===== src/include/rv_alu_macros.svh =====
/*
 * RV32I ALU slice constants
 * Buffer depth, register addressing and datapath width
 */
`ifndef RV_ALU_MACROS_SVH
`define RV_ALU_MACROS_SVH

// Entries in the store behind the fetch buffer output register
`define FETCH_BUFFER_DEPTH 4

`define XLEN 32       // Datapath width
`define REG_ADDR_W 5  // 32 architectural registers

`endif


===== src/hdl/rv_alu_pkg.sv =====
/*
 * RV32I ALU slice types
 * Opcode and function encodings, ALU controls, fetch buffer packet
 */
`default_nettype none
`include "rv_alu_macros.svh"

package rv_alu_pkg;

    // Opcode bits [6:2], the low two bits are always 2'b11
    typedef enum logic [4:0] {
        LOAD_T      = 5'b00000,
        FENCE_T     = 5'b00011,
        ARITH_IMM_T = 5'b00100,
        AUIPC_T     = 5'b00101,
        STORE_T     = 5'b01000,
        AMO_T       = 5'b01011,
        ARITH_T     = 5'b01100,
        LUI_T       = 5'b01101,
        BRANCH_T    = 5'b11000,
        JALR_T      = 5'b11001,
        JAL_T       = 5'b11011,
        SYSTEM_T    = 5'b11100
    } opcode_t;

    typedef enum logic [2:0] {
        ADD_SUB_fn3 = 3'b000,
        SLL_fn3     = 3'b001,
        SLT_fn3     = 3'b010,
        SLTU_fn3    = 3'b011,
        XOR_fn3     = 3'b100,
        SRA_fn3     = 3'b101, // SRL too, bit 30 picks
        OR_fn3      = 3'b110,
        AND_fn3     = 3'b111
    } fn3_t;

    typedef enum logic [1:0] {
        ALU_LOGIC_ADD = 2'b00, // Adder path
        ALU_LOGIC_XOR = 2'b01,
        ALU_LOGIC_OR  = 2'b10,
        ALU_LOGIC_AND = 2'b11
    } alu_logic_op_t;

    typedef enum logic [1:0] {
        ALU_RS1_RF   = 2'b00,
        ALU_RS1_PC   = 2'b01,
        ALU_RS1_ZERO = 2'b10  // LUI
    } alu_rs1_sel_t;

    typedef enum logic [1:0] {
        ALU_RS2_RF        = 2'b00,
        ALU_RS2_ARITH_IMM = 2'b01,
        ALU_RS2_LUI_AUIPC = 2'b10,
        ALU_RS2_JAL_JALR  = 2'b11  // Constant 4, link value
    } alu_rs2_sel_t;

    // Pre-decoded entry, one per fetched word
    typedef struct packed {
        logic [31:0]        instruction;
        logic [`XLEN-1:0]   pc;
        logic               uses_rs1;
        logic               uses_rs2;
        logic               uses_rd;
        logic               alu_request;
        logic               alu_sub;
        alu_logic_op_t      alu_logic_op;
        alu_rs1_sel_t       alu_rs1_sel;
        alu_rs2_sel_t       alu_rs2_sel;
    } fetch_buffer_packet_t;

endpackage

`default_nettype wire


===== src/hdl/alu_core_top.sv =====
/*
 * RV32I ALU slice top
 * Pre-decode buffer, issue, execute and writeback in a row
 */
`default_nettype none
`include "rv_alu_macros.svh"

module alu_core_top (
    input  logic                   clk,
    input  logic                   arst_n,
    input  logic                   flush,
    input  logic [31:0]            instruction,
    input  logic [`XLEN-1:0]       pc,
    input  logic                   push,
    output logic                   wb_valid,
    output logic [`REG_ADDR_W-1:0] wb_rd,
    output logic [`XLEN-1:0]       wb_data,
    output logic                   drop
);
    import rv_alu_pkg::*;

    // Buffer to issue
    logic                   fb_valid;
    fetch_buffer_packet_t   fb;
    logic                   pop;
    // Register file
    logic [`REG_ADDR_W-1:0] rs1_addr;
    logic [`REG_ADDR_W-1:0] rs2_addr;
    logic [`XLEN-1:0]       rs1_data;
    logic [`XLEN-1:0]       rs2_data;
    // Issue to execute
    logic                   issue_valid;
    logic [`REG_ADDR_W-1:0] issue_rd;
    logic [`XLEN-1:0]       issue_op_a;
    logic [`XLEN-1:0]       issue_op_b;
    logic                   issue_sub;
    alu_logic_op_t          issue_logic_op;
    fn3_t                   issue_fn3;
    logic                   issue_shift_arith;
    // Execute to writeback
    logic                   ex_valid;
    logic [`REG_ADDR_W-1:0] ex_rd;
    logic [`XLEN-1:0]       ex_result;

    pre_decode u_pre_decode (
        .clk, .arst_n, .flush, .instruction, .pc, .push, .pop, .fb_valid, .fb
    );

    issue_decode u_issue_decode (
        .clk, .arst_n, .flush, .fb_valid, .fb, .rs1_data, .rs2_data,
        .ex_valid, .ex_rd, .wb_valid, .wb_rd, .pop, .rs1_addr, .rs2_addr,
        .issue_valid, .issue_rd, .issue_op_a, .issue_op_b, .issue_sub,
        .issue_logic_op, .issue_fn3, .issue_shift_arith, .drop
    );

    alu_execute u_alu_execute (
        .clk, .arst_n, .flush, .issue_valid, .issue_rd, .issue_op_a, .issue_op_b,
        .issue_sub, .issue_logic_op, .issue_fn3, .issue_shift_arith,
        .ex_valid, .ex_rd, .ex_result
    );

    writeback_result u_writeback_result (
        .clk, .arst_n, .ex_valid, .ex_rd, .ex_result, .rs1_addr, .rs2_addr,
        .rs1_data, .rs2_data, .wb_valid, .wb_rd, .wb_data
    );

endmodule

`default_nettype wire


===== src/hdl/alu_execute.sv =====
/*
 * Execute stage
 * Adder/subtractor, shifter, compare and logic unit, registered result
 */
`default_nettype none
`include "rv_alu_macros.svh"

module alu_execute (
    input  logic                      clk,
    input  logic                      arst_n,
    input  logic                      flush,
    input  logic                      issue_valid,
    input  logic [`REG_ADDR_W-1:0]    issue_rd,
    input  logic [`XLEN-1:0]          issue_op_a,
    input  logic [`XLEN-1:0]          issue_op_b,
    input  logic                      issue_sub,
    input  rv_alu_pkg::alu_logic_op_t issue_logic_op,
    input  rv_alu_pkg::fn3_t          issue_fn3,
    input  logic                      issue_shift_arith,
    output logic                      ex_valid,
    output logic [`REG_ADDR_W-1:0]    ex_rd,
    output logic [`XLEN-1:0]          ex_result
);
    import rv_alu_pkg::*;

    logic [`XLEN:0]   add_sub;       // Carry out on top
    logic [`XLEN-1:0] shl;
    logic [`XLEN-1:0] shr;
    logic             slt;
    logic             sltu;
    logic [`XLEN-1:0] logic_result;
    logic [`XLEN-1:0] result;

    // a - b as a + ~b + 1
    assign add_sub = {1'b0, issue_op_a} + {1'b0, issue_op_b ^ {`XLEN{issue_sub}}}
                     + (`XLEN+1)'(issue_sub);
    assign sltu    = !add_sub[`XLEN];  // Borrow
    assign slt     = (issue_op_a[`XLEN-1] != issue_op_b[`XLEN-1]) ? issue_op_a[`XLEN-1]
                                                                 : add_sub[`XLEN-1];

    assign shl = issue_op_a << issue_op_b[4:0];
    assign shr = `XLEN'($signed({issue_shift_arith & issue_op_a[`XLEN-1], issue_op_a})
                 >>> issue_op_b[4:0]);

    always_comb begin
        case (issue_logic_op)
            ALU_LOGIC_XOR : logic_result = issue_op_a ^ issue_op_b;
            ALU_LOGIC_OR  : logic_result = issue_op_a | issue_op_b;
            ALU_LOGIC_AND : logic_result = issue_op_a & issue_op_b;
            default       : logic_result = add_sub[`XLEN-1:0];
        endcase
        case (issue_fn3)
            SLL_fn3  : result = shl;
            SLT_fn3  : result = `XLEN'(slt);
            SLTU_fn3 : result = `XLEN'(sltu);
            SRA_fn3  : result = shr;
            default  : result = logic_result;  // ADD, SUB, XOR, OR, AND
        endcase
    end

    always_ff @(posedge clk or negedge arst_n) begin
        if (!arst_n)
            ex_valid <= 1'b0;
        else
            ex_valid <= issue_valid && !flush;
    end

    always_ff @(posedge clk) begin
        ex_rd     <= issue_rd;
        ex_result <= result;
    end

endmodule

`default_nettype wire


===== src/hdl/fetch_fifo.sv =====
/*
 * Fetch buffer overflow store
 * Circular FIFO of pre-decoded packets, synchronous flush
 */
`default_nettype none
`include "rv_alu_macros.svh"

module fetch_fifo (
    input  logic                             clk,
    input  logic                             arst_n,
    input  logic                             flush,
    input  logic                             push,
    input  logic                             pop,
    input  rv_alu_pkg::fetch_buffer_packet_t data_in,
    output rv_alu_pkg::fetch_buffer_packet_t data_out,
    output logic                             valid,
    output logic                             full
);
    import rv_alu_pkg::*;

    localparam int PTR_W = $clog2(`FETCH_BUFFER_DEPTH);

    fetch_buffer_packet_t mem [`FETCH_BUFFER_DEPTH];
    logic [PTR_W-1:0]     rd_ptr;
    logic [PTR_W-1:0]     wr_ptr;
    logic [PTR_W:0]       count;   // 0 to DEPTH

    assign data_out = mem[rd_ptr];  // Head, read ahead
    assign valid    = (count != '0);
    assign full     = (count == (PTR_W+1)'(`FETCH_BUFFER_DEPTH));

    always_ff @(posedge clk or negedge arst_n) begin
        if (!arst_n) begin
            rd_ptr <= '0;
            wr_ptr <= '0;
            count  <= '0;
        end else if (flush) begin
            rd_ptr <= '0;
            wr_ptr <= '0;
            count  <= '0;
        end else begin
            if (push)
                wr_ptr <= wr_ptr + 1'b1;   // Depth is a power of two, wraps
            if (pop)
                rd_ptr <= rd_ptr + 1'b1;
            count <= count + (PTR_W+1)'(push) - (PTR_W+1)'(pop);
        end
    end

    // Storage, no reset
    always_ff @(posedge clk) begin
        if (push)
            mem[wr_ptr] <= data_in;
    end

    ////////////////////
    // Assertions
    push_full_a : assert property (@(posedge clk) disable iff (!arst_n || flush)
        push && full |-> pop);
    pop_empty_a : assert property (@(posedge clk) disable iff (!arst_n || flush)
        pop |-> valid);

endmodule

`default_nettype wire


===== src/hdl/issue_decode.sv =====
/*
 * Issue stage
 * Register read, immediates, operand select and a scoreboard stall
 * against results still in flight, then one issue per cycle
 */
`default_nettype none
`include "rv_alu_macros.svh"

module issue_decode (
    input  logic                             clk,
    input  logic                             arst_n,
    input  logic                             flush,
    input  logic                             fb_valid,
    input  rv_alu_pkg::fetch_buffer_packet_t fb,
    input  logic [`XLEN-1:0]                 rs1_data,
    input  logic [`XLEN-1:0]                 rs2_data,
    input  logic                             ex_valid,
    input  logic [`REG_ADDR_W-1:0]           ex_rd,
    input  logic                             wb_valid,
    input  logic [`REG_ADDR_W-1:0]           wb_rd,
    output logic                             pop,
    output logic [`REG_ADDR_W-1:0]           rs1_addr,
    output logic [`REG_ADDR_W-1:0]           rs2_addr,
    output logic                             issue_valid,
    output logic [`REG_ADDR_W-1:0]           issue_rd,
    output logic [`XLEN-1:0]                 issue_op_a,
    output logic [`XLEN-1:0]                 issue_op_b,
    output logic                             issue_sub,
    output rv_alu_pkg::alu_logic_op_t        issue_logic_op,
    output rv_alu_pkg::fn3_t                 issue_fn3,
    output logic                             issue_shift_arith,
    output logic                             drop
);
    import rv_alu_pkg::*;

    logic [`REG_ADDR_W-1:0] rd_addr;
    logic [`XLEN-1:0]       imm_i;
    logic [`XLEN-1:0]       imm_u;
    logic [`XLEN-1:0]       op_a;
    logic [`XLEN-1:0]       op_b;
    logic                   rs1_hazard;
    logic                   rs2_hazard;
    fn3_t                   fn3;

    assign rs1_addr = fb.instruction[19:15];
    assign rs2_addr = fb.instruction[24:20];
    assign rd_addr  = fb.uses_rd ? fb.instruction[11:7] : '0;  // x0 means no write

    assign imm_i = {{(`XLEN-12){fb.instruction[31]}}, fb.instruction[31:20]};
    assign imm_u = {fb.instruction[31:12], 12'b0};

    ////////////////////
    // Scoreboard
    // Execute, result register and writeback
    assign rs1_hazard = fb.uses_rs1 && (rs1_addr != '0) &&
                        ((issue_valid && (issue_rd == rs1_addr)) ||
                         (ex_valid && (ex_rd == rs1_addr)) ||
                         (wb_valid && (wb_rd == rs1_addr)));
    assign rs2_hazard = fb.uses_rs2 && (rs2_addr != '0) &&
                        ((issue_valid && (issue_rd == rs2_addr)) ||
                         (ex_valid && (ex_rd == rs2_addr)) ||
                         (wb_valid && (wb_rd == rs2_addr)));

    assign pop = fb_valid && !rs1_hazard && !rs2_hazard && !flush;

    ////////////////////
    // Operands
    always_comb begin
        case (fb.alu_rs1_sel)
            ALU_RS1_RF : op_a = rs1_data;
            ALU_RS1_PC : op_a = fb.pc;
            default    : op_a = '0;
        endcase
        case (fb.alu_rs2_sel)
            ALU_RS2_RF        : op_b = rs2_data;
            ALU_RS2_ARITH_IMM : op_b = imm_i;       // Shamt in the low 5 bits
            ALU_RS2_LUI_AUIPC : op_b = imm_u;
            default           : op_b = `XLEN'(4);   // Link value pc+4
        endcase
    end

    // fn3 field is immediate bits outside the ARITH forms
    assign fn3 = (fb.alu_rs1_sel == ALU_RS1_RF) ? fn3_t'(fb.instruction[14:12]) : ADD_SUB_fn3;

    always_ff @(posedge clk or negedge arst_n) begin
        if (!arst_n) begin
            issue_valid <= 1'b0;
            drop        <= 1'b0;
        end else if (flush) begin
            issue_valid <= 1'b0;
            drop        <= 1'b0;
        end else begin
            issue_valid <= pop && fb.alu_request;
            drop        <= pop && !fb.alu_request;   // Consumed, never executed
        end
    end

    always_ff @(posedge clk) begin
        if (pop) begin
            issue_rd          <= rd_addr;
            issue_op_a        <= op_a;
            issue_op_b        <= op_b;
            issue_sub         <= fb.alu_sub;
            issue_logic_op    <= fb.alu_logic_op;
            issue_fn3         <= fn3;
            issue_shift_arith <= fb.instruction[30];  // SRA vs SRL
        end
    end

    // Stalled entry stays put until popped
    fb_hold_a : assert property (@(posedge clk) disable iff (!arst_n)
        fb_valid && !pop && !flush |=> fb_valid && $stable(fb));

endmodule

`default_nettype wire


===== src/hdl/pre_decode.sv =====
/*
 * Pre-decode and fetch buffer
 * Classifies each fetched word, holds it in an output register toward
 * decode, overflow entries wait in the FIFO behind it
 */
`default_nettype none
`include "rv_alu_macros.svh"

module pre_decode (
    input  logic                             clk,
    input  logic                             arst_n,
    input  logic                             flush,
    input  logic [31:0]                      instruction,
    input  logic [`XLEN-1:0]                 pc,
    input  logic                             push,
    input  logic                             pop,
    output logic                             fb_valid,
    output rv_alu_pkg::fetch_buffer_packet_t fb
);
    import rv_alu_pkg::*;

    opcode_t              opcode_trimmed;
    fn3_t                 fn3;
    logic                 csr_imm_op;
    logic                 sys_op;
    logic                 sub_instruction;
    logic                 non_mul_div_arith_op;
    alu_logic_op_t        logic_op;
    alu_rs1_sel_t         rs1_sel;
    alu_rs2_sel_t         rs2_sel;
    fetch_buffer_packet_t data_in;
    fetch_buffer_packet_t fifo_out;
    fetch_buffer_packet_t new_data;
    logic                 fifo_push;
    logic                 fifo_pop;
    logic                 fifo_valid;

    ////////////////////
    // Buffer
    // Into the FIFO only when the output register stays occupied
    assign fifo_push = push && ((fb_valid && !pop) || fifo_valid);
    assign fifo_pop  = pop && fifo_valid;
    assign new_data  = fifo_valid ? fifo_out : data_in;  // Bypass when store empty

    always_ff @(posedge clk) begin
        if (!fb_valid || pop)
            fb <= new_data;
    end

    always_ff @(posedge clk or negedge arst_n) begin
        if (!arst_n)
            fb_valid <= 1'b0;
        else if (flush)
            fb_valid <= 1'b0;
        else if (push)
            fb_valid <= 1'b1;            // Set over clear
        else if (pop && !fifo_valid)
            fb_valid <= 1'b0;
    end

    fetch_fifo fb_fifo (
        .clk      (clk),
        .arst_n   (arst_n),
        .flush    (flush),
        .push     (fifo_push),
        .pop      (fifo_pop),
        .data_in  (data_in),
        .data_out (fifo_out),
        .valid    (fifo_valid),
        .full     ()
    );

    ////////////////////
    // Classification
    assign opcode_trimmed = opcode_t'(instruction[6:2]);
    assign fn3            = fn3_t'(instruction[14:12]);
    assign csr_imm_op     = (opcode_trimmed == SYSTEM_T) && fn3[2];
    assign sys_op         = (opcode_trimmed == SYSTEM_T) && (fn3 == ADD_SUB_fn3);

    assign data_in.instruction = instruction;
    assign data_in.pc          = pc;
    assign data_in.uses_rs1    = !((opcode_trimmed inside {LUI_T, AUIPC_T, JAL_T, FENCE_T})
                                   || csr_imm_op || sys_op);
    assign data_in.uses_rs2    = opcode_trimmed inside {BRANCH_T, STORE_T, ARITH_T, AMO_T};
    assign data_in.uses_rd     = !((opcode_trimmed inside {BRANCH_T, STORE_T, FENCE_T})
                                   || sys_op);

    // SUB only in the register form, bit 5 of opcode
    assign sub_instruction = (fn3 == ADD_SUB_fn3) && instruction[30] && instruction[5];
    assign data_in.alu_sub = !instruction[2] &&   // Bit 2 set for LUI, AUIPC, JAL, JALR
                             ((fn3 inside {SLT_fn3, SLTU_fn3}) || sub_instruction);

    // Bit 25 marks M-extension in the register form
    assign non_mul_div_arith_op = (opcode_trimmed == ARITH_T) && !instruction[25];
    assign data_in.alu_request  = non_mul_div_arith_op ||
                                  (opcode_trimmed inside {ARITH_IMM_T, AUIPC_T, LUI_T,
                                                          JAL_T, JALR_T});

    always_comb begin
        case (fn3)
            XOR_fn3 : logic_op = ALU_LOGIC_XOR;
            OR_fn3  : logic_op = ALU_LOGIC_OR;
            AND_fn3 : logic_op = ALU_LOGIC_AND;
            default : logic_op = ALU_LOGIC_ADD;   // Adds, compares, shifts
        endcase
        if (instruction[2])
            logic_op = ALU_LOGIC_ADD;             // Upper immediates and links add
    end

    always_comb begin
        if (opcode_trimmed inside {ARITH_T, ARITH_IMM_T})
            rs1_sel = ALU_RS1_RF;
        else if (opcode_trimmed inside {JAL_T, JALR_T, AUIPC_T})
            rs1_sel = ALU_RS1_PC;
        else
            rs1_sel = ALU_RS1_ZERO;

        if (opcode_trimmed inside {LUI_T, AUIPC_T})
            rs2_sel = ALU_RS2_LUI_AUIPC;
        else if (opcode_trimmed == ARITH_IMM_T)
            rs2_sel = ALU_RS2_ARITH_IMM;
        else if (opcode_trimmed inside {JAL_T, JALR_T})
            rs2_sel = ALU_RS2_JAL_JALR;
        else
            rs2_sel = ALU_RS2_RF;
    end

    assign data_in.alu_logic_op = logic_op;
    assign data_in.alu_rs1_sel  = rs1_sel;
    assign data_in.alu_rs2_sel  = rs2_sel;

endmodule

`default_nettype wire


===== src/hdl/writeback_result.sv =====
/*
 * Register file and writeback report
 * 31 registers, two combinational reads, x0 hardwired to zero
 */
`default_nettype none
`include "rv_alu_macros.svh"

module writeback_result (
    input  logic                   clk,
    input  logic                   arst_n,
    input  logic                   ex_valid,
    input  logic [`REG_ADDR_W-1:0] ex_rd,
    input  logic [`XLEN-1:0]       ex_result,
    input  logic [`REG_ADDR_W-1:0] rs1_addr,
    input  logic [`REG_ADDR_W-1:0] rs2_addr,
    output logic [`XLEN-1:0]       rs1_data,
    output logic [`XLEN-1:0]       rs2_data,
    output logic                   wb_valid,
    output logic [`REG_ADDR_W-1:0] wb_rd,
    output logic [`XLEN-1:0]       wb_data
);
    localparam int NUM_REGS = 1 << `REG_ADDR_W;

    logic [`XLEN-1:0] regs [1:NUM_REGS-1];  // No storage for x0
    logic             write_en;

    assign write_en = ex_valid && (ex_rd != '0);

    assign rs1_data = (rs1_addr == '0) ? '0 : regs[rs1_addr];
    assign rs2_data = (rs2_addr == '0) ? '0 : regs[rs2_addr];

    always_ff @(posedge clk or negedge arst_n) begin
        if (!arst_n) begin
            for (int i = 1; i < NUM_REGS; i++)
                regs[i] <= '0;
            wb_valid <= 1'b0;
        end else begin
            if (write_en)
                regs[ex_rd] <= ex_result;
            wb_valid <= write_en;   // Report lines up with the update
        end
    end

    always_ff @(posedge clk) begin
        wb_rd   <= ex_rd;
        wb_data <= ex_result;
    end

endmodule

`default_nettype wire


===== config.mk =====
export PLATFORM = sky130hd
export DESIGN_NAME = alu_core_top
export DESIGN_NICKNAME = d
export VERILOG_FILES = /design/src/hdl/rv_alu_pkg.sv /design/src/hdl/alu_core_top.sv /design/src/hdl/alu_execute.sv /design/src/hdl/fetch_fifo.sv /design/src/hdl/issue_decode.sv /design/src/hdl/pre_decode.sv /design/src/hdl/writeback_result.sv
export VERILOG_INCLUDE_DIRS = /design/src /design/src/include
export SDC_FILE = /design/constraint.sdc
export NUM_CORES = 2
export LEC_CHECK = 0
export BUFFER_PORTS_ARGS = -buffer_cell sky130_fd_sc_hd__buf_2
export CAP_MARGIN = 15
export CORE_AREA = 4 4 349 420
export CTS_CLUSTER_SIZE = 10
export DETAILED_ROUTE_END_ITERATION = 8
export DIE_AREA = 0 0 353 424
export HOLD_SLACK_MARGIN = 0.03
export PLACE_DENSITY = 0.71
export SLEW_MARGIN = 25
export SYNTH_ARGS = -nofsm -noshare
export SYNTH_HDL_FRONTEND = slang
export SYNTH_SLANG_ARGS = --single-unit

===== constraint.sdc =====
create_clock -name clk -period 7.2 [get_ports clk]
set_input_delay 1.08 -clock clk [delete_from_list [all_inputs] [get_ports clk]]
set_output_delay 1.08 -clock clk [all_outputs]
set_load 0.05 [all_outputs]

==> out/results.ini <==
[status]
outcome=complete, no violations

[power]
p_sw_mw=9.89
internal_power_mw=17.7
vdd_drop_max_mv=0.417
pwr-share-seq_pct=39.2
powerDensity_nw_per_um2=322
clkPwrFrac_pct=29.2
combPwrFrac_pct=31.5
power.share.switching_pct=35.9
p_leak_nw=37.0

[synthesis]
syn_inst=5381
ys_async_sr_fraction_pct=67.2
synth_seq_cells=1494
yosys.cell_types.count=73
synthesis.nets=5553
synth_ff_type=dfrtp_1
ys_warn_count=0
synth-seq-area-share_pct=50.1
synth_edf_count=416
syn_area_um2=78100
avgSynthCellArea_um2=14.5

[clock_tree]
post_cts_buffers=0
tritoncts=built
clk_pin_slew_ns=0.06
postCtsHoldBufs=0
clk_latency_ns=0.83
numCtsBuffers=170
clockBufferDepth=3
root_buffer=clkbuf_16
cts_max_level=4
clkSinkCount=1494
cts_resized=0

[timing]
rsz0062_at_grt=no
min_period_over_period_pct=63.6
clock_skew_ns=0.0432
tns_ns=0
clock.fmax_mhz=218
tightest_slew_ns=1.06
finalHoldViolations=0
relSlewSlack_pct=29.4
setup_slack_ns=2.62
report.final.slew_viol_count=0
setup_viol=0
period_needed_ns=4.58

[global_route]
grt_pass1_vias=50500
grt_max_degree=177
antenna_found_initial=18
grt_usage_pct=30.7
grt_pass1_wl_um=340000
overflow=0

[setup_path]
cp.arrival_ns=5.23
rrSetupSlack_ns=2.62
rr_endpoint=u_alu_execute.ex_result[31]
cp-end-kind=flip-flop
required_ns=7.85
path_max_fanout=20
reg2reg_from=u_issue_decode.issue_sub
reg2reg_depth=12
criticalPathCategory=flip-flop to flip-flop
startpoint_type=flip-flop

[floorplanning]
io_pins=107
die_h_um=424
design.core.area_um2=142000
initial_utilization_pct=54.8
num_rows=152
die_w_um=353
die_area_um2=150000

[routing]
drtIter0Drc=5015
wl_um=229000
vias=49300
wire_per_inst_um=31.4
drcViolationCount=0
first_pass_iters=6
avgViaCountPerCell=6.77
ant_nets=0

[finish]
drive_gt1_share_pct=40.8
area_growth_pct=9.55
final_nets=5466
fillerInstances=10700
fin_util_pct=60.0

[flow_run]
drv_cap=0

[place]
pre_cts_ws_ns=2.73
dp.final_hpwl_um=139000
numPortBuffers=104
place_congestion=1.00

[worst_hold_path]
hold_class=input pin to asynchronous set/reset pin

-- cell type report --
class / instances / area [um^2] / share of cell area, %
sequential: 1494 / 39100 / 45.7
multi-input combinational: 3296 / 36900 / 43.2
clock buffer: 293 / 4900 / 5.73
tap: 1848 / 2310 / 2.70
timing repair buffer: 225 / 1670 / 1.95
inverter: 107 / 403 / 0.471
clock inverter: 12 / 189 / 0.221
antenna: 2 / 5.00 / 0.00585
-- sequential cells by signal, indices dropped and copies added, names as in the netlist, 3 cells and up --
register / cells
u_pre_decode.fb_fifo.mem: 272
u_alu_execute.ex_rd: 5
u_issue_decode.issue_rd: 5
u_pre_decode.fb: 68
u_issue_decode.issue_fn3: 3
u_writeback_result.wb_rd: 5
u_issue_decode.issue_op_b: 32
u_issue_decode.issue_op_a: 32
u_writeback_result.wb_data: 32
u_writeback_result.regs: 992
u_alu_execute.ex_result: 32
u_pre_decode.fb_fifo.count: 3
-- per-layer routing --
metal	routed length, um	GRT usage [%]	part of all wire [%]	up-vias
met5	87	0	0.038	-
met4	11800	13.9	5.1	12
met3	16700	5.44	7.3	540
met2	109000	49.0	48	2131
met1	91200	41.7	40	26200
li1	-	-	-	20400
-- cell usage after synthesis (6+ instances only) --
master,count,share of area (%)
nor2b_1,12,0.096
a31oi_1,14,0.11
mux2_2,1070,15
inv_1,106,0.51
o21bai_1,6,0.058
mux4_2,652,19
nand2b_1,12,0.096
buf_1,138,0.66
mux2i_1,128,1.6
a221o_1,15,0.19
and3_1,8,0.064
buf_2,15,0.096
dfrtp_1,1004,32
nor4_1,10,0.080
edfxtp_1,416,16
o22ai_1,8,0.064
nand3_1,20,0.13
o21ai_0,168,1.1
nand2_1,348,1.7
or3_1,11,0.088
xnor2_1,23,0.26
a22o_1,52,0.58
nor3_1,36,0.23
ha_1,102,1.6
clkbuf_1,330,1.6
a21oi_1,159,1.0
dfxtp_1,74,1.9
and2_1,19,0.15
o221ai_1,20,0.22
a211oi_1,24,0.23
o21a_1,10,0.096
a21o_1,24,0.23
xor2_1,68,0.76
nor2_1,165,0.79
o211ai_1,20,0.19
a221oi_1,21,0.24
-- worst max-delay path, stage by stage, from the launching register on --
cell       delay, ns
edfxtp_1        0.48
buf_4           0.30
xor2_1          0.20
ha_1            0.35
o21ai_0         0.33
a21oi_1         0.17
a2111oi_2       0.71
o221ai_1        0.47
o21ai_0         0.44
a31oi_1         0.16
xor2_1          0.17
nor3_1          0.07
o21ai_0         0.57
-- per-stage QoR --
stage	cell area [um^2]	hold WS [ns]	power (mW)	cells
2_1_floorplan	78100	0.329	16.5	5381
3_3_place_gp	80300	0.404	19.5	6967
3_5_place_dp	80400	0.407	19.6	6969
4_1_cts	85500	0.270	27.7	7274
5_1_grt	85500	0.307	28.7	7275
6_report	85500	0.275	27.6	7277
-- cell usage in the layout, fill, tap and decap left out, drive strengths merged, types with 21 or more instances in the layout --
cell       n
mux2    1072
dfrtp   1004
mux4     652
edfxtp   416
nand2    348
clkbuf   293
buf      225
o21ai    172
nor2     165
a21oi    160
mux2i    128
inv      111
ha       102
dfxtp     74
xor2      68
a22o      52
nor3      36
a211oi    24
a21o      24
xnor2     23
a221oi    21
-- power by group through the flow --
| stage | clock, mW | combinational [mW] | sequential, mW |
|---|---|---|---|
| 2_1_floorplan | 0 | 6.12 | 10.4 |
| 3_3_place_gp | 0 | 8.60 | 10.9 |
| 3_5_place_dp | 0 | 8.69 | 10.9 |
| 4_1_cts | 8.19 | 8.70 | 10.8 |
| 5_1_grt | 8.56 | 9.21 | 10.9 |
| 6_report | 8.06 | 8.69 | 10.8 |
-- kinds of logic after synthesis --
kind of cell	Yosys count	synth area share, %
xor+xnor	91	1.02
mux	1852	35.9
simple gates	662	3.60
compound gates	587	4.83
flops	1494	50.1
fa+ha+maj	104	1.69
buf+inv	591	2.87
-- worst max path at each step --
stage | startpoint | endpoint | slack, ns | depth (start not counted)
CTS | u_pre_decode.fb[60] | u_pre_decode.fb_fifo.mem[1][11] | 2.71 | 10
global placement | u_issue_decode.issue_sub | u_alu_execute.ex_result[31] | 2.76 | 12
global route | u_pre_decode.fb[60] | u_pre_decode.fb_fifo.mem[2][2] | 2.44 | 10
detailed placement | u_pre_decode.fb[60] | u_pre_decode.fb_fifo.mem[1][23] | 2.73 | 10
finish | u_issue_decode.issue_sub | u_alu_execute.ex_result[31] | 2.62 | 12
floorplan | flush | u_pre_decode.fb_fifo.mem[0][0] | 1.56 | 5
No activity file was read; power rests on OpenSTA's default activity.
